**config.mk**
```make
export PLATFORM = sky130hd
export DESIGN_NAME = ioctl_capture
export DESIGN_NICKNAME = d
export VERILOG_FILES = /design/src/ioctl_capture.sv
export SDC_FILE = /design/constraint.sdc
export NUM_CORES = 1
export LEC_CHECK = 0
export BUFFER_PORTS_ARGS = -buffer_cell sky130_fd_sc_hd__clkbuf_2
export CAP_MARGIN = 20
export CORE_MARGIN = 10
export CORE_UTILIZATION = 43
export DETAILED_ROUTE_END_ITERATION = 6
export GPL_TIMING_DRIVEN = 0
export PLACE_DENSITY = 0.81
export SYNTH_ARGS = -nofsm -noshare
export SYNTH_HDL_FRONTEND = slang
export SYNTH_SLANG_ARGS = --single-unit
export TNS_END_PERCENT = 50
```
**constraint.sdc**
```tcl
create_clock -name clk_sys -period 3.78 [get_ports clk_sys]
set_input_delay 0.756 -clock clk_sys [delete_from_list [all_inputs] [get_ports clk_sys]]
set_output_delay 0.756 -clock clk_sys [all_outputs]
set_load 0.01 [all_outputs]
```
**src/ioctl_capture.sv**
```systemverilog
`default_nettype none

module ioctl_capture (
	input  wire         clk_sys,
	input  wire         arst_n,
	input  wire         ioctl_download,
	input  wire         ioctl_wr,
	input  wire  [24:0] ioctl_addr,
	input  wire  [7:0]  ioctl_dout,
	output logic        wr_pulse,
	output logic [24:0] wr_addr,
	output logic [7:0]  wr_data,
	output logic        loaded
);

	logic wr_q;
	logic dl_q;
	logic wr_rise;

	// only edges inside a download count
	assign wr_rise = ioctl_download & ioctl_wr & ~wr_q;

	always_ff @(posedge clk_sys or negedge arst_n) begin
		if (!arst_n) begin
			wr_q     <= 1'b0;
			dl_q     <= 1'b0;
			wr_pulse <= 1'b0;
			loaded   <= 1'b0;
		end else begin
			wr_q     <= ioctl_wr;
			dl_q     <= ioctl_download;
			wr_pulse <= wr_rise;
			if (dl_q & ~ioctl_download)
				loaded <= 1'b1; // sticky until reset
		end
	end

	// address and data held stable with the pulse
	always_ff @(posedge clk_sys) begin
		if (wr_rise) begin
			wr_addr <= ioctl_addr;
			wr_data <= ioctl_dout;
		end
	end

endmodule

`default_nettype wire

```
==> summary.txt <==
STA
  • Number of hold-slack violations in the final timing report: 0
  • Slew margin rel.: 40.7%
  • Crit path setup slack, layout: 2.12 ns
  • Worst setup skew after layout: 0.00641 ns
  • Final total negative setup slack: 0 ns
  • Number of failing setup endpoints in the final timing report: 0
  • Max Clk Rate: 0.602 GHz
  • Final number of max-transition violations: 0
  • Actual slew at the worst max-slew pin: 0.888 ns
  • Final min period: 1.66 ns
  • Ratio of final minimum period to clock period: 43.9%
  • RSZ-0062 raised after global routing: false

Job
  • Number of max-capacitance violations reported: 0

Setup path
  • Worst Setup Path Type: in2reg
  • Critical path peak fanout: 34
  • Worst R2R Setup Slack: 2.28 ns
  • Worst Setup Start Kind: input port
  • Reg2reg path depth: 1
  • Worst flop-to-flop path endpoint: wr_addr[8]
  • Reg-to-Reg Start: wr_q
  • Data required time at the worst endpoint: 3.74 ns
  • Kind of end point of the critical path: flip-flop
  • Endpoint arrival time on the critical path: 1.62 ns

Run status
  • Status: complete, no violations

Floorplan
  • Core area: 0.00248 mm²
  • Die X-Extent: 70.8 µm
  • Overall die area: 0.00501 mm²
  • Die Y: 70.8 µm
  • Number of rows created at floorplan: 18
  • Effective utilization at floorplan: 44.8%
  • Boundary Pins: 72

Synthesis
  • Number of enable flip-flop cells after synthesis: 33
  • Most used DFF post-synth: edfxtp_1
  • Mapped cell area: 0.00111 mm²
  • Area contributors post-synth: edfxtp_1 89%, dfrtp_1 9.0%, a21o_1 0.68%
  • Average size of a mapped cell: 27.1 µm²
  • Asr flop ratio synth: 10.8%
  • Top cell types by occurrence after synthesis: 33 x edfxtp_1, 4 x dfrtp_1
  • #FFs+latches synth: 37
  • Area fraction of the dominant cell type after synthesis: 89.3%
  • Number of unique standard cell types used by synthesis: 6
  • Synthesized instance count: 41
  • Syn nets: 78
  • Sequential share of the synthesized area: 98.3%
  • Cell taking the most area after synthesis: edfxtp_1
  • Most numerous cell in the Yosys netlist: edfxtp_1
  • Warnings from Yosys: 0

Clock tree
  • Buffers from clock root to sink, at most: 2
  • Quantity of gates resized following cts: 0
  • Clock tree from TritonCTS: built
  • Post-CTS setup buffer count: 0
  • Number of buffers inserted during clock tree synthesis: 5
  • Clock transition time at the flip-flop clock pins of the worst setup and hold paths: 0.10 ns
  • Skew-Pair Late Insertion Delay: 0.33 ns
  • Cts-stage hold buffer count: 0
  • CTS HTree Levels: 2
  • Clk sinks: 37
  • CTS root buf: clkbuf_4

Drt
  • Residual DRC: 0
  • Total vias in the final route: 685
  • DR WL/cell: 17.9 µm
  • Drt first-iter violations: 12
  • Total wire length: 2.68 mm
  • Initial DRT Pass Iterations: 3
  • Post-detailed-route count of antenna-violating nets: 0
  • Average vias per placed instance: 4.57

GRT
  • Pin count of the biggest net entering global routing: 35
  • Grt ovf: 0
  • Number of global-route vias before repair: 754
  • Antenna violations before repair: 0
  • Wire length of the first global-routing pass: 3.86 mm
  • GRT Util Overall: 10.4%

Placed design
  • Routability congestion estimate from global placement: 0.709
  • Worst Setup Slack post-DPL: 1.76 ns
  • Post-detail-place hpwl: 2.17 mm
  • Number of buffers inserted by port buffering: 71

Power
  • Power per Cell Area: 442 mW/mm²
  • Static power due to leakage: 0.687 nW
  • Peak ir drop on the vdd network: 0.000280 V
  • Total Power: 0.691 mW

Min path
  • HP Class: in2async

Layout
  • Fraction of layout cells with a size suffix above 1: 66.7%
  • Final core utilization: 63.2%
  • Ant diodes: 0
  • Final Net Count: 156
  • P&R area growth vs syn: 41.0%
-- worst max path at each step --
stage / from / end / slack (ns) / cells past startpoint
after floorplan: ioctl_wr / wr_addr[0] / 1.12 / 2
after global placement: ioctl_download / wr_addr[10] / 0.57 / 3
after detailed placement: ioctl_download / wr_addr[14] / 1.76 / 3
after CTS: ioctl_download / wr_addr[23] / 2.13 / 3
after global routing: ioctl_download / wr_addr[0] / 2.08 / 3
final: ioctl_download / wr_addr[8] / 2.12 / 3
-- cell usage in the layout, fill, tap and decap left out, drive strengths merged --
cell,netlist,routed
clkbuf,0,76
edfxtp,33,33
dfrtp,4,4
clkinv,0,2
inv,1,1
a21o,1,1
nand2,1,1
nor2,1,1
clkinvlp,0,1
-- registers in the layout, summed over array words and instances (netlist names) --
name and cells:
wr_data 8, wr_q 1, loaded 1, wr_pulse 1
wr_addr 25, dl_q 1
-- layer usage --
layer	part of all wire [%]	vias to the layer above	routed length (µm)	global-route usage, %
met4	1.4	0	38	4.52
met1	35	318	940	9.28
li1	-	314	-	-
met2	50	49	1340	17.6
met3	14	4	366	7.53
met5	0	-	0	0
-- final cells by class --
cell class,instances,area (µm²)
sequential,37,1090
fill,185,912
timing repair buffer,71,355
clock buffer,5,37.5
tap,30,37.5
multi-input combinational,3,22.5
clock inverter,3,17.5
inverter,1,3.75
-- where the power goes --
| part | switching, mW | internal, mW |
|---|---|---|
| clock network | 0.119 | 0.0700 |
| logic | 0.0208 | 0.0196 |
| registers | 0.00328 | 0.459 |
| total | 0.143 | 0.549 |
-- worst max-delay path, cell delays in order --
cell and delay, ns:
clkbuf_2 0.10, nand2_1 0.08, nor2_4 0.68
-- metrics by stage --
step           instance area (µm²)  hold slack, ns  std cells
3_3_place_gp                  1500           0.437        142
2_1_floorplan                 1110           0.426         41
4_1_cts                       1570           0.189        150
5_1_grt                       1570           0.176        150
6_report                      1570           0.206        150
3_5_place_dp                  1510           0.446        142
-- cell families after synthesis --
logic type / Yosys count / share of synthesized area [%]
buffers and inverters: 1 / 0.338
AOI/OAI and AO/OA: 1 / 0.677
DFF: 37 / 98.3
and+or+nand+nor: 2 / 0.676
No activity file was read; power rests on OpenSTA's default activity.
