File: config.mk
export PLATFORM = sky130hd
export DESIGN_NAME = rom_region_map
export DESIGN_NICKNAME = d
export VERILOG_FILES = /design/src/flicky_pkg.sv /design/src/rom_region_map.sv
export SDC_FILE = /design/constraint.sdc
export NUM_CORES = 1
export LEC_CHECK = 0
export BUFFER_PORTS_ARGS = -buffer_cell sky130_fd_sc_hd__buf_2
export CAP_MARGIN = 10
export CORE_MARGIN = 2
export CORE_UTILIZATION = 39
export DETAILED_ROUTE_END_ITERATION = 8
export PLACE_DENSITY = 0.89
export SYNTH_ARGS = -nofsm -noshare
export SYNTH_HDL_FRONTEND = slang
export SYNTH_SLANG_ARGS = --single-unit
export TNS_END_PERCENT = 30
File: constraint.sdc
create_clock -name vclk -period 2.9
set_input_delay 0.58 -clock vclk [all_inputs]
set_output_delay 0.58 -clock vclk [all_outputs]
set_load 0.01 [all_outputs]
File: src/flicky_pkg.sv
`default_nettype none

package flicky_pkg;

	typedef enum logic [2:0] {
		region_none,
		region_cpu,
		region_snd,
		region_spr,
		region_tile
	} rom_region_e;

	// download byte map
	localparam logic [24:0] cpu_base        = 25'h00000;
	localparam logic [24:0] cpu_size        = 25'h08000;
	localparam logic [24:0] snd_base        = 25'h08000;
	localparam logic [24:0] snd_size        = 25'h02000;
	localparam logic [24:0] spr_base        = 25'h0C000;
	localparam logic [24:0] spr_size        = 25'h08000;
	localparam logic [24:0] tile_base       = 25'h14000;
	localparam logic [24:0] tile_plane_size = 25'h04000; // three planes back to back

	// where each region starts in the 16-bit program memory
	localparam logic [15:0] cpu_word_base = 16'd0;
	localparam logic [15:0] snd_word_base = 16'd16384;
	localparam logic [15:0] spr_word_base = 16'd20480;

	localparam int prog_words = 36864;
	localparam int tile_words = 16384;

	// ps/2 set 2 codes
	localparam logic [7:0] key_left   = 8'h6B;
	localparam logic [7:0] key_right  = 8'h74;
	localparam logic [7:0] key_fire   = 8'h14; // left ctrl
	localparam logic [7:0] key_start1 = 8'h16;
	localparam logic [7:0] key_start2 = 8'h1E;
	localparam logic [7:0] key_coin   = 8'h2E;

	localparam int reset_stretch = 16;
	localparam int stretch_bits  = $clog2(reset_stretch);

endpackage

`default_nettype wire

File: src/rom_region_map.sv
`default_nettype none

module rom_region_map import flicky_pkg::*; (
	input  wire  [24:0] wr_addr,
	output rom_region_e wr_region,
	output logic [15:0] prog_addr,
	output logic [13:0] tile_addr,
	output logic [1:0]  lane
);

	logic [24:0] cpu_off;
	logic [24:0] snd_off;
	logic [24:0] spr_off;
	logic [24:0] tile_off;

	// below a base the offset wraps high, so one compare per region
	assign cpu_off  = wr_addr - cpu_base;
	assign snd_off  = wr_addr - snd_base;
	assign spr_off  = wr_addr - spr_base;
	assign tile_off = wr_addr - tile_base;

	always_comb begin
		wr_region = region_none;
		prog_addr = 16'd0;
		tile_addr = tile_off[13:0]; // offset within a plane
		lane      = {1'b0, wr_addr[0]};

		if (cpu_off < cpu_size) begin
			wr_region = region_cpu;
			prog_addr = cpu_word_base + cpu_off[16:1];
		end else if (snd_off < snd_size) begin
			wr_region = region_snd;
			prog_addr = snd_word_base + snd_off[16:1];
		end else if (spr_off < spr_size) begin
			wr_region = region_spr;
			prog_addr = spr_word_base + spr_off[16:1];
		end else if (tile_off < 3 * tile_plane_size) begin
			// plane number picks the byte of the 24-bit word
			wr_region = region_tile;
			lane      = tile_off[15:14];
		end
	end

endmodule

`default_nettype wire

==> reports/qor.txt <==
Syn nets = 146
Post-route ant nets = 0
Commonest non-fill, non-tap cell in the layout = buf_2
Crit Path Class = primary input to primary output
Synth area leaders = ha_1 15%, buf_4 13%, and2_1 9.0%, xnor2_1 5.2%, nor3_1 3.6%
Fill cell count = 102
Die Ht = 50.3 µm
VDD IR max = 0.0979 mV
Worst-Margin Slew = 0.365 ns
Dpl hpwl = 2.37 mm
Layout Nets = 225
Clock share of power = 0
Internal power = 79.8 µW
Initial antenna violation count = 0
P per Cell Area = 107 mW/mm²
Num ports = 60
DR DRC count = 0
Sw Share = 0.524
Hold WS = 1.36 ns
CP Max Fanout = 11
Core Box Area = 0.00198 mm²
Most frequent cells in the layout = 55 x buf_2, 29 x buf_4, 12 x and2_1, 7 x nor2_1, 7 x buf_6
Post-synth top area cell = ha_1
Comb pwr share = 1.000
Antenna cells = 0
IO Port Bufs = 60
Die ar. = 0.00253 mm²
Max-slew violations = 0
Storage element area = 0 µm²
Hold-fix buffers at CTS = 0
Yosys cell types = 44
Seq_cells = 0
Grt total ovfl = 0
Vias per cell = 5.58
Outcome = complete, but fails checks
DR WL/cell = 18.8 µm
Setup crit start kind = primary input
Flop pwr share = 0
Warnings from Yosys = 0
Worst setup EP type = primary output
Fin crit share = 1.10
Synthesized area per cell = 7.52 µm²
Worst Path Arrival = 2.60 ns
Post-synth top area share = 0.150
Vias in the first global route = 1,132
Cells after Synth = 111
Violated checks = setup timing
Mapped cell area = 835 µm²
Leak pwr = 0.806 nW
Relative slew margins = 0.756
Area growth syn-to-layout = 87.3%
Routed wire length = 4.05 mm
Post-layout minimum cycle time = 3.18 ns
DIE WIDTH = 50.3 µm
NetSw = 87.7 µW
Largest net degree at the start of global routing = 12
Initial DRC count = 33
WP data required = 2.32 ns
Number of setup violations in the final report = 21
Detailed-route via count = 1,199
Max Cap Violations = 0
Final core utilization = 0.789
Global-route wire length before repair = 5.57 mm
Hold Crit Class = primary input to primary output
Maximum clock rate = 315 MHz
Rows = 16
RSZ-0062 raised after global routing = yes
All-layer global routing usage = 0.276
# clk buffers = 0
Gpl congestion = 0.885
Initial Util = 0.421
DRT Pass-1 Iters = 4
Slack of the critical path = -0.276 ns
Seq/Total Area, Yosys = 0
Final hold violation count = 0
Ratio of cells with drive above 1 in the final layout = 0.676
cells by family (layout without fill, tap and decap cells):
group,after synthesis,count (layout),synth area share
buffers and inverters,22,98,0.172
AOI/OAI and AO/OA,20,20,0.213
xor gates and xnor gates,8,8,0.0840
muxes,2,2,0.0255
and+or+nand+nor,49,50,0.355
adders and majority gates,10,10,0.150
power groups by stage:
| stage | Clock [mW] | Sequential (mW) | Combinational, mW |
|---|---|---|---|
| after floorplan | 0 | 0 | 0.0722 |
| after global placement | 0 | 0 | 0.121 |
| after detailed placement | 0 | 0 | 0.128 |
| after CTS | 0 | 0 | 0.146 |
| after global routing | 0 | 0 | 0.175 |
| final | 0 | 0 | 0.167 |
critical path: stages:
cell	delay [ns]
buf_6	0.10
buf_4	0.22
nor4b_2	0.35
o21ai_2	0.13
a2111oi_4	0.37
o21ai_2	0.13
nor3b_4	0.26
mux2_4	0.33
buf_6	0.12
worst paths after layout:
path,start,end,depth (start not counted)
worst max-delay path,wr_addr[16],lane[0],9
worst min-delay path,wr_addr[5],tile_addr[5],2
metal layers:
layer	up-vias	global-route usage	wire length [µm]	part of all wire
met5	-	0	0	0
met4	0	0.0741	138	0.034
met3	14	0.0208	246	0.061
met2	60	0.504	2100	0.52
met1	590	0.342	1560	0.39
li1	535	-	-	-
layout make-up:
cell class	instances	area, µm²	share of cell area
multi-input cells	90	896	0.573
inverters	5	26.3	0.0168
repair buffers	93	607	0.388
well taps	27	33.8	0.0216
timing repair:
item,in CTS,in global routing
endpoints found under the setup margin,21,21
pin swaps,11,9
gates cloned,1,0
resized for setup,28,16
setup buffers,3,4
synth_stat cells, types with 2 or more instances:
cell,number
nor3b_1,2
xor2_1,3
inv_2,2
inv_1,3
o31ai_1,2
nor2b_1,2
xnor2_1,5
nand3_1,3
a21o_1,2
buf_4,14
ha_1,10
nand4_1,2
nor3_1,6
and2_1,12
o21ai_1,2
nand2_1,5
a21oi_1,3
nor2_1,7
metrics by stage:
stage / area (µm²) / setup slack [ns] / std cells / total power, mW / TNS (ns)
after global placement: 1280 / -0.222 / 207 / 0.121 / -2.74
after CTS: 1460 / -0.231 / 211 / 0.146 / -0.469
after floorplan: 873 / 0.00333 / 111 / 0.0722 / 0
after global routing: 1560 / -0.342 / 215 / 0.175 / -3.85
final: 1560 / -0.276 / 215 / 0.167 / -2.42
after detailed placement: 1280 / -0.367 / 207 / 0.128 / -5.49
No activity file was read; power rests on OpenSTA's default activity.
