<file path="config.mk">
export PLATFORM = sky130hd
export DESIGN_NAME = core_control
export DESIGN_NICKNAME = d
export VERILOG_FILES = /design/src/flicky_pkg.sv /design/src/core_control.sv
export SDC_FILE = /design/constraint.sdc
export NUM_CORES = 1
export LEC_CHECK = 0
export BUFFER_PORTS_ARGS = -buffer_cell sky130_fd_sc_hd__buf_2
export CORE_AREA = 2 2 39 41
export CTS_CLUSTER_DIAMETER = 50
export DETAILED_ROUTE_END_ITERATION = 7
export DIE_AREA = 0 0 41 43
export GPL_ROUTABILITY_DRIVEN = 0
export PLACE_DENSITY_LB_ADDON = 0.2
export SKIP_CTS_REPAIR_TIMING = 1
export SLEW_MARGIN = 20
export SYNTH_ARGS = -nofsm -noshare
export SYNTH_HDL_FRONTEND = slang
export SYNTH_SLANG_ARGS = --single-unit
</file>
<file path="constraint.sdc">
create_clock -name clk_sys -period 2.8 [get_ports clk_sys]
set_input_delay 0.14 -clock clk_sys [delete_from_list [all_inputs] [get_ports clk_sys]]
set_output_delay 0.14 -clock clk_sys [all_outputs]
set_load 0.03 [all_outputs]
</file>
<file path="src/flicky_pkg.sv">
`default_nettype none

package flicky_pkg;

	typedef enum logic [2:0] {
		region_none,
		region_cpu,
		region_snd,
		region_spr,
		region_tile
	} rom_region_e;

	// download byte map
	localparam logic [24:0] cpu_base        = 25'h00000;
	localparam logic [24:0] cpu_size        = 25'h08000;
	localparam logic [24:0] snd_base        = 25'h08000;
	localparam logic [24:0] snd_size        = 25'h02000;
	localparam logic [24:0] spr_base        = 25'h0C000;
	localparam logic [24:0] spr_size        = 25'h08000;
	localparam logic [24:0] tile_base       = 25'h14000;
	localparam logic [24:0] tile_plane_size = 25'h04000; // three planes back to back

	// where each region starts in the 16-bit program memory
	localparam logic [15:0] cpu_word_base = 16'd0;
	localparam logic [15:0] snd_word_base = 16'd16384;
	localparam logic [15:0] spr_word_base = 16'd20480;

	localparam int prog_words = 36864;
	localparam int tile_words = 16384;

	// ps/2 set 2 codes
	localparam logic [7:0] key_left   = 8'h6B;
	localparam logic [7:0] key_right  = 8'h74;
	localparam logic [7:0] key_fire   = 8'h14; // left ctrl
	localparam logic [7:0] key_start1 = 8'h16;
	localparam logic [7:0] key_start2 = 8'h1E;
	localparam logic [7:0] key_coin   = 8'h2E;

	localparam int reset_stretch = 16;
	localparam int stretch_bits  = $clog2(reset_stretch);

endpackage

`default_nettype wire

</file>
<file path="src/core_control.sv">
`default_nettype none

module core_control import flicky_pkg::*; (
	input  wire        clk_sys,
	input  wire        arst_n,
	input  wire [15:0] status,
	input  wire [1:0]  buttons,
	input  wire        loaded,
	output logic       game_reset,
	output logic [7:0] dsw1
);

	typedef enum logic [1:0] {
		st_hold,
		st_count,
		st_run
	} ctl_state_e;

	ctl_state_e state;
	logic [stretch_bits-1:0] cnt;
	logic req;

	// osd reset, reset button, or roms not there yet
	assign req = ~loaded | status[0] | buttons[1];

	assign game_reset = (state != st_run);

	always_ff @(posedge clk_sys or negedge arst_n) begin
		if (!arst_n) begin
			state <= st_hold;
			cnt   <= '0;
		end else if (req) begin
			state <= st_hold; // restart the stretch
			cnt   <= '0;
		end else begin
			case (state)
				st_hold: begin
					state <= st_count;
					cnt   <= stretch_bits'(1); // first quiet cycle
				end
				st_count: begin
					if (cnt == stretch_bits'(reset_stretch - 1))
						state <= st_run;
					cnt <= cnt + 1'b1;
				end
				default: ;
			endcase
		end
	end

	// difficulty, extend, lives
	always_ff @(posedge clk_sys) begin
		dsw1 <= {~status[12], ~status[11:10], ~status[9:8], 2'b00};
	end

endmodule

`default_nettype wire

</file>
==> flow_metrics.env <==
export IMPL_drcViolationCount=0
export IMPL_ant_nets=0
export IMPL_cts_buffers=3
export IMPL_min_to="dsw1[6]$_DFF_P_"
export IMPL_path_class="flop to flop"
export IMPL_antenna_found_initial=0
export IMPL_dp_cells=73
export IMPL_setup_viol=0
export IMPL_rsz0062_at_grt="false"
export IMPL_clock_tree_buffer_depth=2
export IMPL_wl_per_cell_um=9.160
export IMPL_maxCapViolCount=0
export IMPL_r2r_cells=2
export IMPL_cp_required_ns=2.99
export IMPL_detail_route_iter0_violations=1
export IMPL_drive_gt1_share_pct=29.23
export IMPL_clk_pin_slew_ns=0.07
export IMPL_holdCritPathClass="input port to flop"
export IMPL_grt_pass1_vias=309
export IMPL_fmax_mhz=810.2
export IMPL_viasPerCell=4.383
export IMPL_die_height_um=43
export IMPL_timing_final_ws_setup_ns=1.566
export IMPL_insertion_delay_ns=0.26
export IMPL_ir_drop_mv=0.2497
export IMPL_synthCells=44
export IMPL_fp_coreArea_mm2=0.001384
export IMPL_instances_no_fill=81
export IMPL_synth_top_cell_by_area="dfrtp_1"
export IMPL_r2r_slack_ns=1.57
export IMPL_cts_tree="done"
export IMPL_final_setup_tns_ns=0
export IMPL_area_delta_synth_final_pct=32.20
export IMPL_min_period_ns=1.234
export IMPL_pwr_density_cell_mw_per_mm2=519.6
export IMPL_drt_wl_total_um=742
export IMPL_ys_ff_latch=11
export IMPL_status="complete, no violations"
export IMPL_dr_pass1_iters=2
export IMPL_hold_slack_ns=0.01362
export IMPL_fin_worst_skew_ns=0.001941
export IMPL_synth_area_leaders="dfrtp_1 34%, dfxtp_1 23%, buf_4 5.1%"
export IMPL_synth_top_area_share_pct=33.90
export IMPL_synth_cell_types=21
export IMPL_hpwl_um=523.4
export IMPL_grt_max_degree=9
export IMPL_hold_depth=2
export IMPL_die_x_um=41
export IMPL_final_common_cell="buf_2"
export IMPL_htree_levels=1
export IMPL_critPathMaxFanout=8
export IMPL_yosysSeqAreaShare_pct=56.50
export IMPL_cts_root_buffer="clkbuf_4"
export IMPL_slew_viol_final=0
export IMPL_n_antenna_cell=0
export IMPL_ys_warn_count=0
export IMPL_die_area_mm2=0.001763
export IMPL_setup_worst_path_start_class="flop"
export IMPL_place_port_buffers=15
export IMPL_layout_common_cells="15 x buf_2, 6 x inv_1, 6 x dfrtp_1, 5 x dfxtp_1, 4 x dlygate4sd3_1"
export IMPL_p_leak_nw=0.2860
export IMPL_hold_viol=0
export IMPL_pre_cts_slack_ns=1.581
export IMPL_rr_startpoint="state[1]$_DFFE_PN0P_"
export IMPL_cts_sinks=11
export IMPL_min_from="status[12]"
export IMPL_start_util_pct=32.01
export IMPL_r2r_end="cnt[3]$_DFFE_PN0P_"
export IMPL_track_usage_pct=10.54
export IMPL_vias=355
export IMPL_syn_area_um2=442.9
export IMPL_ios=30
export IMPL_synth_area_per_cell_um2=10.07
export IMPL_fin_crit_sh_pct=44.08
export IMPL_num_nets_final=88
export IMPL_grt_overflow=0
export IMPL_grt_pass1_wl_mm=1.214
export IMPL_crit_arrival_ns=1.42
export IMPL_rows=14
export IMPL_worst_setup_path_end_kind="flop"
stage by stage:
| stage | area, um^2 | power, W | utilization [%] |
|---|---|---|---|
| 3_5_place_dp | 519.2 | 0.0001969 | 37.52 |
| 3_3_place_gp | 519.2 | 0.0001966 | 37.52 |
| 4_1_cts | 545.5 | 0.0003077 | 39.42 |
| 6_report | 585.6 | 0.0003042 | 42.31 |
| 5_1_grt | 585.6 | 0.0003228 | 42.31 |
| 2_1_floorplan | 450.4 | 0.0001886 | - |
cells by family after synthesis:
kind of cell               after synthesis  share of synthesized area [%]
AOI/OAI and AO/OA                        7                          9.038
and+or+nand+nor                         14                          19.78
adders and majority gates                1                          2.824
other                                    1                         0.8466
DFF                                     11                          56.50
buffers and inverters                   10                          11.02
final cells by class:
cell class / count / area (um^2)
fillers: 145 / 798.3
flip-flops and latches: 11 / 250.2
multi-input cells: 25 / 151.4
repair buffers: 19 / 115.1
clock buffers: 4 / 26.28
inverters: 6 / 22.52
well taps: 16 / 20.02
routing by layer:
layer / global-route usage (%) / share of wire (%) / up-vias
met2: 13.13 / 47 / 14
li1: - / - / 179
met3: 5.759 / 8.2 / 0
met5: 0 / 0 / -
met1: 13.91 / 44 / 162
met4: 6.000 / 0 / 0
registers in the layout (all words and copies together) (netlist names):
| signal | cells |
|---|---|
| cnt | 4 |
| dsw1 | 5 |
| state | 2 |
synth_stat cells (all sizes together):
cell and n:
inv 6, nor2b 1, or4b 1, nand2 3, dfrtp 6, dfxtp 5
a31oi 2, nand2b 1, ha 1, o21a 1, nor2 1, nand3 3
nor3b 2, buf 3, nand4 1, conb 1, a21oi 3, clkbuf 1
o21ai 1, or3b 1
where the power goes:
part	switching [W]	leakage, nW	internal, W	total (W)
clock	0.0000517	0.0150	0.0000551	0.000107
combinational	0.0000200	0.146	0.0000127	0.0000326
sequential	0.00000230	0.125	0.000163	0.000165
worst max-delay path: stages (launching register included):
cell     delay, ns
dfrtp_1       0.46
or4b_1        0.53
a31oi_1       0.17
how the worst max path moves through the flow:
stage	startpoint	to	slack, ns	cells past startpoint
2_1_floorplan	state[1]$_DFFE_PN0P_	cnt[3]$_DFFE_PN0P_	1.64	2
3_3_place_gp	state[1]$_DFFE_PN0P_	cnt[3]$_DFFE_PN0P_	1.58	2
3_5_place_dp	state[1]$_DFFE_PN0P_	cnt[3]$_DFFE_PN0P_	1.58	2
4_1_cts	state[1]$_DFFE_PN0P_	cnt[3]$_DFFE_PN0P_	1.56	2
5_1_grt	state[1]$_DFFE_PN0P_	cnt[3]$_DFFE_PN0P_	1.49	2
6_report	state[1]$_DFFE_PN0P_	cnt[3]$_DFFE_PN0P_	1.57	2
No activity file was read; power rests on OpenSTA's default activity.
