==> config.mk <==
export PLATFORM = sky130hd
export DESIGN_NAME = arcade_input_map
export DESIGN_NICKNAME = d
export VERILOG_FILES = /design/src/flicky_pkg.sv /design/src/arcade_input_map.sv
export SDC_FILE = /design/constraint.sdc
export NUM_CORES = 1
export LEC_CHECK = 0
export ABC_AREA = 1
export BUFFER_PORTS_ARGS = -buffer_cell sky130_fd_sc_hd__buf_2
export CORE_MARGIN = 2
export CORE_UTILIZATION = 30
export CTS_BUF_LIST = sky130_fd_sc_hd__clkbuf_4 sky130_fd_sc_hd__clkbuf_8
export CTS_CLUSTER_SIZE = 14
export DETAILED_ROUTE_END_ITERATION = 16
export GPL_TIMING_DRIVEN = 0
export PLACE_DENSITY = 0.57
export SLEW_MARGIN = 20
export SYNTH_ARGS = -nofsm -noshare
export SYNTH_HDL_FRONTEND = slang
export SYNTH_SLANG_ARGS = --single-unit
==> constraint.sdc <==
create_clock -name clk_sys -period 0.92 [get_ports clk_sys]
set_input_delay 0.23 -clock clk_sys [delete_from_list [all_inputs] [get_ports clk_sys]]
set_output_delay 0.23 -clock clk_sys [all_outputs]
set_load 0.1 [all_outputs]
==> src/flicky_pkg.sv <==
`default_nettype none

package flicky_pkg;

	typedef enum logic [2:0] {
		region_none,
		region_cpu,
		region_snd,
		region_spr,
		region_tile
	} rom_region_e;

	// download byte map
	localparam logic [24:0] cpu_base        = 25'h00000;
	localparam logic [24:0] cpu_size        = 25'h08000;
	localparam logic [24:0] snd_base        = 25'h08000;
	localparam logic [24:0] snd_size        = 25'h02000;
	localparam logic [24:0] spr_base        = 25'h0C000;
	localparam logic [24:0] spr_size        = 25'h08000;
	localparam logic [24:0] tile_base       = 25'h14000;
	localparam logic [24:0] tile_plane_size = 25'h04000; // three planes back to back

	// where each region starts in the 16-bit program memory
	localparam logic [15:0] cpu_word_base = 16'd0;
	localparam logic [15:0] snd_word_base = 16'd16384;
	localparam logic [15:0] spr_word_base = 16'd20480;

	localparam int prog_words = 36864;
	localparam int tile_words = 16384;

	// ps/2 set 2 codes
	localparam logic [7:0] key_left   = 8'h6B;
	localparam logic [7:0] key_right  = 8'h74;
	localparam logic [7:0] key_fire   = 8'h14; // left ctrl
	localparam logic [7:0] key_start1 = 8'h16;
	localparam logic [7:0] key_start2 = 8'h1E;
	localparam logic [7:0] key_coin   = 8'h2E;

	localparam int reset_stretch = 16;
	localparam int stretch_bits  = $clog2(reset_stretch);

endpackage

`default_nettype wire

==> src/arcade_input_map.sv <==
`default_nettype none

module arcade_input_map import flicky_pkg::*; (
	input  wire        clk_sys,
	input  wire        arst_n,
	input  wire        key_strobe,
	input  wire        key_pressed,
	input  wire  [7:0] key_code,
	input  wire  [7:0] joystick_0,
	input  wire  [7:0] joystick_1,
	output logic [7:0] inp0,
	output logic [7:0] inp1,
	output logic [7:0] inp2
);

	logic k_left;
	logic k_right;
	logic k_fire;
	logic k_start1;
	logic k_start2;
	logic k_coin;

	logic p1_left;
	logic p1_right;
	logic p1_fire;

	// keyboard state, one flag per known key
	always_ff @(posedge clk_sys or negedge arst_n) begin
		if (!arst_n) begin
			k_left   <= 1'b0;
			k_right  <= 1'b0;
			k_fire   <= 1'b0;
			k_start1 <= 1'b0;
			k_start2 <= 1'b0;
			k_coin   <= 1'b0;
		end else if (key_strobe) begin
			case (key_code)
				key_left:   k_left   <= key_pressed;
				key_right:  k_right  <= key_pressed;
				key_fire:   k_fire   <= key_pressed;
				key_start1: k_start1 <= key_pressed;
				key_start2: k_start2 <= key_pressed;
				key_coin:   k_coin   <= key_pressed;
				default: ; // unknown code ignored
			endcase
		end
	end

	// joystick bits: 0 right, 1 left, 4 fire
	assign p1_left  = k_left | joystick_0[1];
	assign p1_right = k_right | joystick_0[0];
	assign p1_fire  = k_fire | joystick_0[4];

	always_ff @(posedge clk_sys or negedge arst_n) begin
		if (!arst_n) begin
			inp0 <= 8'hFF;
			inp1 <= 8'hFF;
			inp2 <= 8'hFF;
		end else begin
			inp0 <= ~{p1_left, p1_right, 3'b000, p1_fire, 2'b00};
			inp1 <= ~{joystick_1[1], joystick_1[0], 3'b000, joystick_1[4], 2'b00};
			inp2 <= ~{2'b00, k_start2, k_start1, 3'b000, k_coin};
		end
	end

endmodule

`default_nettype wire

==> results.yml, run 1 <==
hold_path:
  hp-class: "input port to register"
setup_path:
  crit_fanout: 1
  crit_buf_inv: 1
  path_cells: "buf_12"
  cp.arrival_ps: 1070
  cp_slowest_stage_delay_ps: 630
  critPathKind: "register to primary output"
  cp_top_family: "flip-flops"
  cp-end-kind: "primary output"
  crit_slowest_cell: "dfstp_4"
  startpoint_type: "register"
  worst-endpoint-required_ps: 690
finish:
  final_cell_count_no_fill: 169
  diodes: 0
  nets: 168
  area_delta_synth_final_pct: 52.01
  fin_util: 0.4886
  drive_gt1_frac: 0.4676
synthesis:
  ys_seq_elements: 15
  yosysSeqAreaShare: 0.4769
  synth.avg_cell_area_um2: 8.535
  syn_inst: 95
  synth.distinct_cells: 14
  yosys_warnings: 0
  syn-cell-area_um2: 810.8
power_and_ir_drop:
  ir_drop_mv: 0.7746
  power_frac_clock: 0.198
  netSwitchingFraction: 0.4081
  p_seq_frac: 0.416
  p_sw_uw: 726.7
  power_uw: 1781
  p_comb_frac: 0.386
  p_int_uw: 1054
  power_density_nw_per_um2: 1445
  power_leakage_uw: 0.0006387
route:
  detail-route-antenna-nets: 0
  wl_met1_um: 571
  drtIter0Drc: 6
  vias_per_cell: 3.817
  route.met3.wl_um: 147
  wl_met2_um: 619
  wirelength_um: 1357
  highest_layer: "met4"
  first_pass_iters: 4
  via_count: 645
  routedWlPerCell_um: 8.030
  drc_errors: 0
cts:
  cts_tree: "done"
  htreeDepth: 1
  clk_path_buf_depth: 2
  path_clk_slew_ps: 90
  worstSkewPairLatency_ps: 270
  cts_buffers: 3
  cts_setup_buffers: 0
  clock_sinks: 15
  clockRootBuffer: "clkbuf_4"
sta:
  timing_hold_violations_final: 0
  finalCritPeriodShare: 1.415
  fmax_ghz: 0.7680
  setup_violations: 9
  rsz0062_at_grt: "yes"
  finalCriticalPeriod_ps: 1302
  finClkSkew_ps: 0.4225
  drv_slew: 0
  worst_slack_ps: -382.2
floorplan:
  io_pins: 52
  die_h_um: 55.99
  die-area_um2: 3134
  start_util: 0.3214
  core-area_um2: 2522
  die_w_um: 55.99
  rows: 18
placed_design:
  place.gp.congestion: 0.7154
  hpwl_um: 1130
  placed_cells_incl_taps: 164
  port_buffers: 25
outcome:
  violations: "setup timing"
  status: "finished with violations"
global_route:
  grt_max_degree: 16
  grt_overflow_total: 0
  grt_pass1_vias: 580
  grt_pass1_wl_um: 2346
  antenna_found_initial: 0
  grt.total_usage: 0.09487
run:
  drv_cap: 0
[cells by family after synthesis]
kind of cell	synth area share
AND/OR/NAND/NOR	0.2917
buffers and inverters	0.2269
flip-flops	0.4769
other	0.004625
[placed cells by master (no fill, tap or decap), types with 4 or more instances in the layout]
master / Yosys / layout
buf_12: 0 / 9
buf_2: 0 / 16
buf_4: 15 / 15
conb_1: 1 / 15
dfrtp_1: 6 / 6
dfstp_4: 0 / 9
inv_1: 14 / 14
nand2_1: 19 / 19
nand2_2: 4 / 4
nand3_1: 6 / 6
nand4_1: 6 / 6
nor2_1: 7 / 7
[cell usage after synthesis, drive strengths merged]
master	n	share of area
conb	1	0.0046
inv	16	0.074
nor2	12	0.090
nand2	23	0.12
dfstp	9	0.29
buf	16	0.15
nand4	6	0.046
nand3	6	0.037
dfrtp	6	0.19
[stage by stage]
step | hold slack [ps] | area, um^2 | TNS (ps) | setup slack, ps
final | 55.19 | 1232 | -3398 | -382.2
after global routing | 32.60 | 1232 | -3751 | -423.6
after CTS | 41.52 | 1232 | -3537 | -398.7
after detailed placement | 147.7 | 1060 | -2865 | -312.9
after global placement | 139.6 | 1060 | -2799 | -305.2
after floorplan | -65.59 | 897.1 | -626.3 | -69.59
[flip-flops by register name, summed over array words and instances (netlist names)]
| register | cells |
|---|---|
| k_start1 | 1 |
| inp1 | 3 |
| inp2 | 3 |
| k_start2 | 1 |
| inp0 | 3 |
| k_left | 1 |
| k_right | 1 |
| k_coin | 1 |
| k_fire | 1 |
[repair_timing]
action | 4_1_cts | 5_1_grt
resized for setup | 36 | 0
endpoints found under the setup margin | 9 | 9
hold buffers | 1 | 0
hold endpoints to repair | 6 | 0
pin swaps | 0 | 0
[power by group through the flow]
stage	Clock [uW]	Combinational, uW	Sequential, uW
2_1_floorplan	0	387	894
3_3_place_gp	0	618	739
3_5_place_dp	0	623	740
4_1_cts	375	689	742
5_1_grt	413	719	746
6_report	352	688	741
[per-layer routing]
layer,vias to the layer above,global-route usage
met2,38,0.1597
met3,4,0.01860
met4,0,0.06122
met5,-,0
met1,256,0.1085
li1,347,-
[final timing paths]
path,start,to,slack (ps),cells after the start
max,inp1[2]$_DFF_PN1_,inp1[2],-380,1
min,joystick_1[0],inp1[6]$_DFF_PN1_,60,2
max reg2reg,k_left$_DFFE_PN0P_,k_left$_DFFE_PN0P_,320,2
min reg2reg,k_start2$_DFFE_PN0P_,inp2[5]$_DFF_PN1_,390,1
max in group asynchronous,arst_n,inp2[0]$_DFF_PN1_,260,2
min in group asynchronous,arst_n,k_fire$_DFFE_PN0P_,370,2
[layout make-up]
| type | count | area (um^2) |
|---|---|---|
| Inverter | 16 | 60.06 |
| Clock buffer | 3 | 22.52 |
| Timing Repair Buffer | 26 | 270.3 |
| Clock inverter | 1 | 5.005 |
| Fill cell | 246 | 1290 |
| Multi-Input combinational cell | 62 | 292.8 |
| Tap cell | 30 | 37.54 |
| Buffer | 16 | 123.9 |
| Sequential cell | 15 | 420.4 |
(Power assumes the default switching activity.)
==> run 2: changes to the inputs <==
--- a/config.mk
+++ b/config.mk
@@ -6,7 +6,7 @@
 export NUM_CORES = 1
 export LEC_CHECK = 0
 export ABC_AREA = 1
-export BUFFER_PORTS_ARGS = -buffer_cell sky130_fd_sc_hd__buf_2
+export BUFFER_PORTS_ARGS = -buffer_cell sky130_fd_sc_hd__buf_4
 export CORE_MARGIN = 2
 export CORE_UTILIZATION = 30
 export CTS_BUF_LIST = sky130_fd_sc_hd__clkbuf_4 sky130_fd_sc_hd__clkbuf_8
==> run 2 against run 1 <==
The run still ends with setup timing left; via count rose by 1.4%; worst setup slack improved by 7.3 ps; first-iteration DRC count rose by 120%; clock-buffer cell count rose by 1; maximum frequency rose by 0.56%; cell count did not move; register-to-register slack barely moved; wire length rose by 5.5%; clock power rose by 7.7%.
==> results.yml, run 2 (synthesized netlist as in run 1, its figures left out) <==
cts:
  clk_path_buf_depth: 2
  htreeDepth: 1
  path_clk_slew_ps: 80
  worstSkewPairLatency_ps: 270
  clock_sinks: 15
  cts_tree: "done"
  cts_buffers: 3
  clockRootBuffer: "clkbuf_4"
hold_path:
  hp-class: "input port to register"
  min_from: "joystick_1[4]"
  min_to: "inp1[2]$_DFF_PN1_"
  min_path_cells: 2
finish:
  final_cell_count_no_fill: 169
  nets: 168
  diodes: 0
  mostFrequentLayoutCells: "buf_4 (31), nand2_1 (19), conb_1 (15)"
  drive_gt1_frac: 0.4676
  final_common_cell: "buf_4"
  fillers: 261
  area_delta_synth_final_pct: 57.25
  largestRegisters: "inp0: 3 flops, inp1: 3 flops, inp2: 3 flops"
route:
  wirelength_um: 1432
  wl_met1_um: 593
  detail-route-antenna-nets: 0
  drtIter0Drc: 13
  routedWlPerCell_um: 8.473
  highest_layer: "met4"
  drc_errors: 0
  via_count: 654
  route.met3.wl_um: 147
  vias_per_cell: 3.870
  first_pass_iters: 4
  wl_met2_um: 672
power_and_ir_drop:
  power_leakage_uw: 0.0006534
  ir_drop_mv: 0.7570
  p_int_uw: 1110
  netSwitchingFraction: 0.3933
  power_frac_clock: 0.207
  power_density_nw_per_um2: 1435
  p_sw_uw: 719.4
  p_seq_frac: 0.405
  p_comb_frac: 0.388
setup_path:
  regToRegSetupSlack_ps: 320
  cp-end-kind: "primary output"
  crit_slowest_cell: "dfstp_4"
  worstReg2RegStart: "k_left$_DFFE_PN0P_"
  path_cells: "buf_12"
  crit_buf_inv: 1
  worst-endpoint-required_ps: 690
  cp.arrival_ps: 1060
  startpoint_type: "register"
  cp_top_family: "flip-flops"
  critPathKind: "register to primary output"
  reg2reg_depth: 2
  crit_fanout: 1
  cp_slowest_stage_delay_ps: 630
  rr_endpoint: "k_left$_DFFE_PN0P_"
sta:
  setup_violations: 9
  finalCritPeriodShare: 1.407
  finalCriticalPeriod_ps: 1295
  finClkSkew_ps: 2.205
  drv_slew: 0
  timing_hold_violations_final: 0
  worst_slack_ps: -374.9
  fin_tns_setup_ps: -3350
  rsz0062_at_grt: "yes"
  fmax_ghz: 0.7723
floorplan:
  die_h_um: 55.99
  start_util: 0.3214
  rows: 18
  die-area_um2: 3134
  die_w_um: 55.99
  core-area_um2: 2522
  io_pins: 52
outcome:
  violations: "setup timing"
  status: "finished with violations"
placed_design:
  hpwl_um: 1181
  place.gp.congestion: 0.7108
  port_buffers: 25
  placed_cells_incl_taps: 164
global_route:
  grt_overflow_total: 0
  grt_pass1_vias: 613
  antenna_found_initial: 0
  grt_pass1_wl_um: 2477
  grt.total_usage: 0.1016
  grt_max_degree: 16
run:
  drv_cap: 0
## run 2: layout make-up
type                    instances  area [um^2]  share of cell area
clock buffers                   4        30.03             0.02355
multi-input cells              62        292.8              0.2296
flip-flops and latches         15        420.4              0.3297
inverters                      16        60.06             0.04711
well taps                      30        37.54             0.02944
repair buffers                 26        310.3              0.2434
plain buffers                  16        123.9             0.09715
## run 2: how the worst max path moves through the flow
| stage | end | cells past startpoint | slack, ps | startpoint |
|---|---|---|---|---|
| floorplan | inp0[2] | 0 | -70 | inp0[2]$_DFF_PN1_ |
| global placement | inp1[2] | 1 | -170 | inp1[2]$_DFF_PN1_ |
| detailed placement | inp0[2] | 1 | -180 | inp0[2]$_DFF_PN1_ |
| CTS | inp0[2] | 1 | -390 | inp0[2]$_DFF_PN1_ |
| global route | inp1[6] | 1 | -420 | inp1[6]$_DFF_PN1_ |
| finish | inp1[2] | 1 | -370 | inp1[2]$_DFF_PN1_ |
## run 2: repair_timing
item / in CTS / in global routing
hold buffers: 1 / 0
endpoints found under the hold margin: 6 / 0
endpoints found under the setup margin: 9 / 9
setup buffers: 0 / 0
resized for setup: 27 / 0
pin swaps: 0 / 0
## run 2: per-stage QoR
stage	utilization	power, uW	area [um^2]	setup slack, ps	hold slack (ps)
floorplan	-	1281	897.1	-69.59	-65.59
global placement	0.4449	1390	1122	-171.2	90.10
finish	0.5055	1829	1275	-374.9	59.34
global route	0.5055	1928	1275	-415.8	34.16
CTS	0.5055	1855	1275	-394.2	47.72
detailed placement	0.4449	1396	1122	-179.5	90.23
## run 2: power by group through the flow
stage | clock, uW | combinational [uW] | sequential (uW)
2_1_floorplan | 0 | 387 | 894
3_3_place_gp | 0 | 650 | 740
3_5_place_dp | 0 | 655 | 742
4_1_cts | 405 | 709 | 742
5_1_grt | 443 | 740 | 745
6_report | 379 | 709 | 741
## run 2: metal layers
layer | GRT usage | vias to the layer above
li1 | - | 345
met1 | 0.1143 | 271
met2 | 0.1731 | 36
met3 | 0.01628 | 2
met4 | 0.07143 | 0
met5 | 0 | -
==> run 3: changes to the inputs <==
--- a/config.mk
+++ b/config.mk
@@ -8,12 +8,12 @@
 export ABC_AREA = 1
 export BUFFER_PORTS_ARGS = -buffer_cell sky130_fd_sc_hd__buf_4
 export CORE_MARGIN = 2
-export CORE_UTILIZATION = 30
-export CTS_BUF_LIST = sky130_fd_sc_hd__clkbuf_4 sky130_fd_sc_hd__clkbuf_8
+export CORE_UTILIZATION = 35
+export CTS_BUF_LIST = sky130_fd_sc_hd__clkbuf_4
 export CTS_CLUSTER_SIZE = 14
 export DETAILED_ROUTE_END_ITERATION = 16
 export GPL_TIMING_DRIVEN = 0
-export PLACE_DENSITY = 0.57
+export PLACE_DENSITY = 0.65
 export SLEW_MARGIN = 20
 export SYNTH_ARGS = -nofsm -noshare
 export SYNTH_HDL_FRONTEND = slang
==> run 3 against run 2 <==
The run still ends with setup timing left; clock-buffer cell count unchanged; largest cell class unchanged; total power is 0.28% lower; via count up 0.61%; first-iteration DRC count stayed put.
==> results.yml, run 3 (synthesized netlist as in run 1, its figures left out) <==
outcome:
  status: "finished with violations"
  violations: "setup timing"
global_route:
  grt_overflow_total: 0
  grt_pass1_vias: 551
  grt.total_usage: 0.1150
  grt_pass1_wl_um: 2249
  antenna_found_initial: 0
  grt_max_degree: 16
setup_path:
  crit_buf_inv: 1
  startpoint_type: "register"
  crit_slowest_cell: "dfstp_4"
  cp_slowest_stage_delay_ps: 630
  critPathKind: "register to primary output"
  regToRegSetupSlack_ps: 290
  cp_top_family: "flip-flops"
  path_cells: "buf_12"
  crit_fanout: 1
  cp-end-kind: "primary output"
  cp.arrival_ps: 1070
  worst-endpoint-required_ps: 690
route:
  drtIter0Drc: 13
  first_pass_iters: 4
  via_count: 658
  drc_errors: 0
  routedWlPerCell_um: 8.401
  detail-route-antenna-nets: 0
  wirelength_um: 1403
  vias_per_cell: 3.940
hold_path:
  hp-class: "input port to register"
floorplan:
  die-area_um2: 2718
  die_w_um: 52.13
  io_pins: 52
  core-area_um2: 2191
  rows: 17
  start_util: 0.3701
  die_h_um: 52.13
cts:
  worstSkewPairLatency_ps: 270
  path_clk_slew_ps: 80
  cts_tree: "done"
  htreeDepth: 1
  clk_path_buf_depth: 2
  clockRootBuffer: "clkbuf_4"
  clock_sinks: 15
  cts_buffers: 3
power_and_ir_drop:
  p_sw_uw: 714.0
  p_int_uw: 1110
  power_density_nw_per_um2: 1434
  p_comb_frac: 0.388
  power_uw: 1824
  p_seq_frac: 0.407
  netSwitchingFraction: 0.3914
  power_frac_clock: 0.205
  ir_drop_mv: 0.7250
  power_leakage_uw: 0.0006534
sta:
  worst_slack_ps: -383.4
  finClkSkew_ps: 1.383
  timing_hold_violations_final: 0
  finalCritPeriodShare: 1.417
  rsz0062_at_grt: "yes"
  drv_slew: 0
  fmax_ghz: 0.7672
  setup_violations: 9
  finalCriticalPeriod_ps: 1303
  fin_tns_setup_ps: -3373
finish:
  area_delta_synth_final_pct: 56.94
  largestRegisters: "inp0: 3 flops, inp1: 3 flops, inp2: 3 flops"
  fin_util: 0.5808
  final_common_cell: "buf_4"
  mostFrequentLayoutCells: "buf_4 (31), nand2_1 (19), conb_1 (15)"
  drive_gt1_frac: 0.4676
  nets: 168
  final_cell_count_no_fill: 167
  diodes: 0
placed_design:
  hpwl_um: 1122
  place.gp.congestion: 0.7248
  port_buffers: 25
  dp_slack_ps: -179.7
  placed_cells_incl_taps: 162
run:
  drv_cap: 0
run 3: power groups by stage:
stage | clock network, uW | logic [uW] | registers [uW]
2_1_floorplan | 0 | 387 | 894
4_1_cts | 399 | 707 | 742
3_5_place_dp | 0 | 653 | 741
5_1_grt | 405 | 740 | 745
6_report | 374 | 708 | 742
3_3_place_gp | 0 | 649 | 740
run 3: worst paths after layout:
path	cells after the start	endpoint	start
worst max register to register	2	k_fire$_DFFE_PN0P_	k_fire$_DFFE_PN0P_
max in group asynchronous	2	inp0[6]$_DFF_PN1_	arst_n
worst max-delay path	1	inp1[2]	inp1[2]$_DFF_PN1_
min in group asynchronous	2	k_right$_DFFE_PN0P_	arst_n
worst min-delay path	2	inp1[2]$_DFF_PN1_	joystick_1[4]
worst min register to register	1	inp2[0]$_DFF_PN1_	k_coin$_DFFE_PN0P_
run 3: final cells by class:
type | count | area, um^2
fillers | 185 | 918.4
flip-flops and latches | 15 | 420.4
repair buffers | 26 | 310.3
multi-input cells | 62 | 292.8
plain buffers | 16 | 123.9
inverters | 16 | 60.06
well taps | 28 | 35.03
clock buffers | 4 | 30.03
run 3: per-layer routing:
layer  GRT usage  share of wire  up-vias
met5           0              0        -
met4     0.07692          0.021        0
met3     0.02299           0.11        4
met2      0.1920           0.46       41
met1      0.1319           0.41      269
li1            -              -      344
run 3: what timing repair did:
| action | in CTS | in global routing |
|---|---|---|
| buffers inserted | 0 | 0 |
| endpoints found under the hold margin | 6 | 0 |
| resized for setup | 27 | 0 |
| endpoints found under the setup margin | 9 | 9 |
| hold buffers | 1 | 0 |
run 3: per-stage QoR:
stage | hold slack, ps | area, um^2
final | 55.39 | 1272
after global routing | 56.18 | 1272
after CTS | 42.35 | 1272
after detailed placement | 87.61 | 1120
after global placement | 85.75 | 1120
after floorplan | -65.59 | 897.1
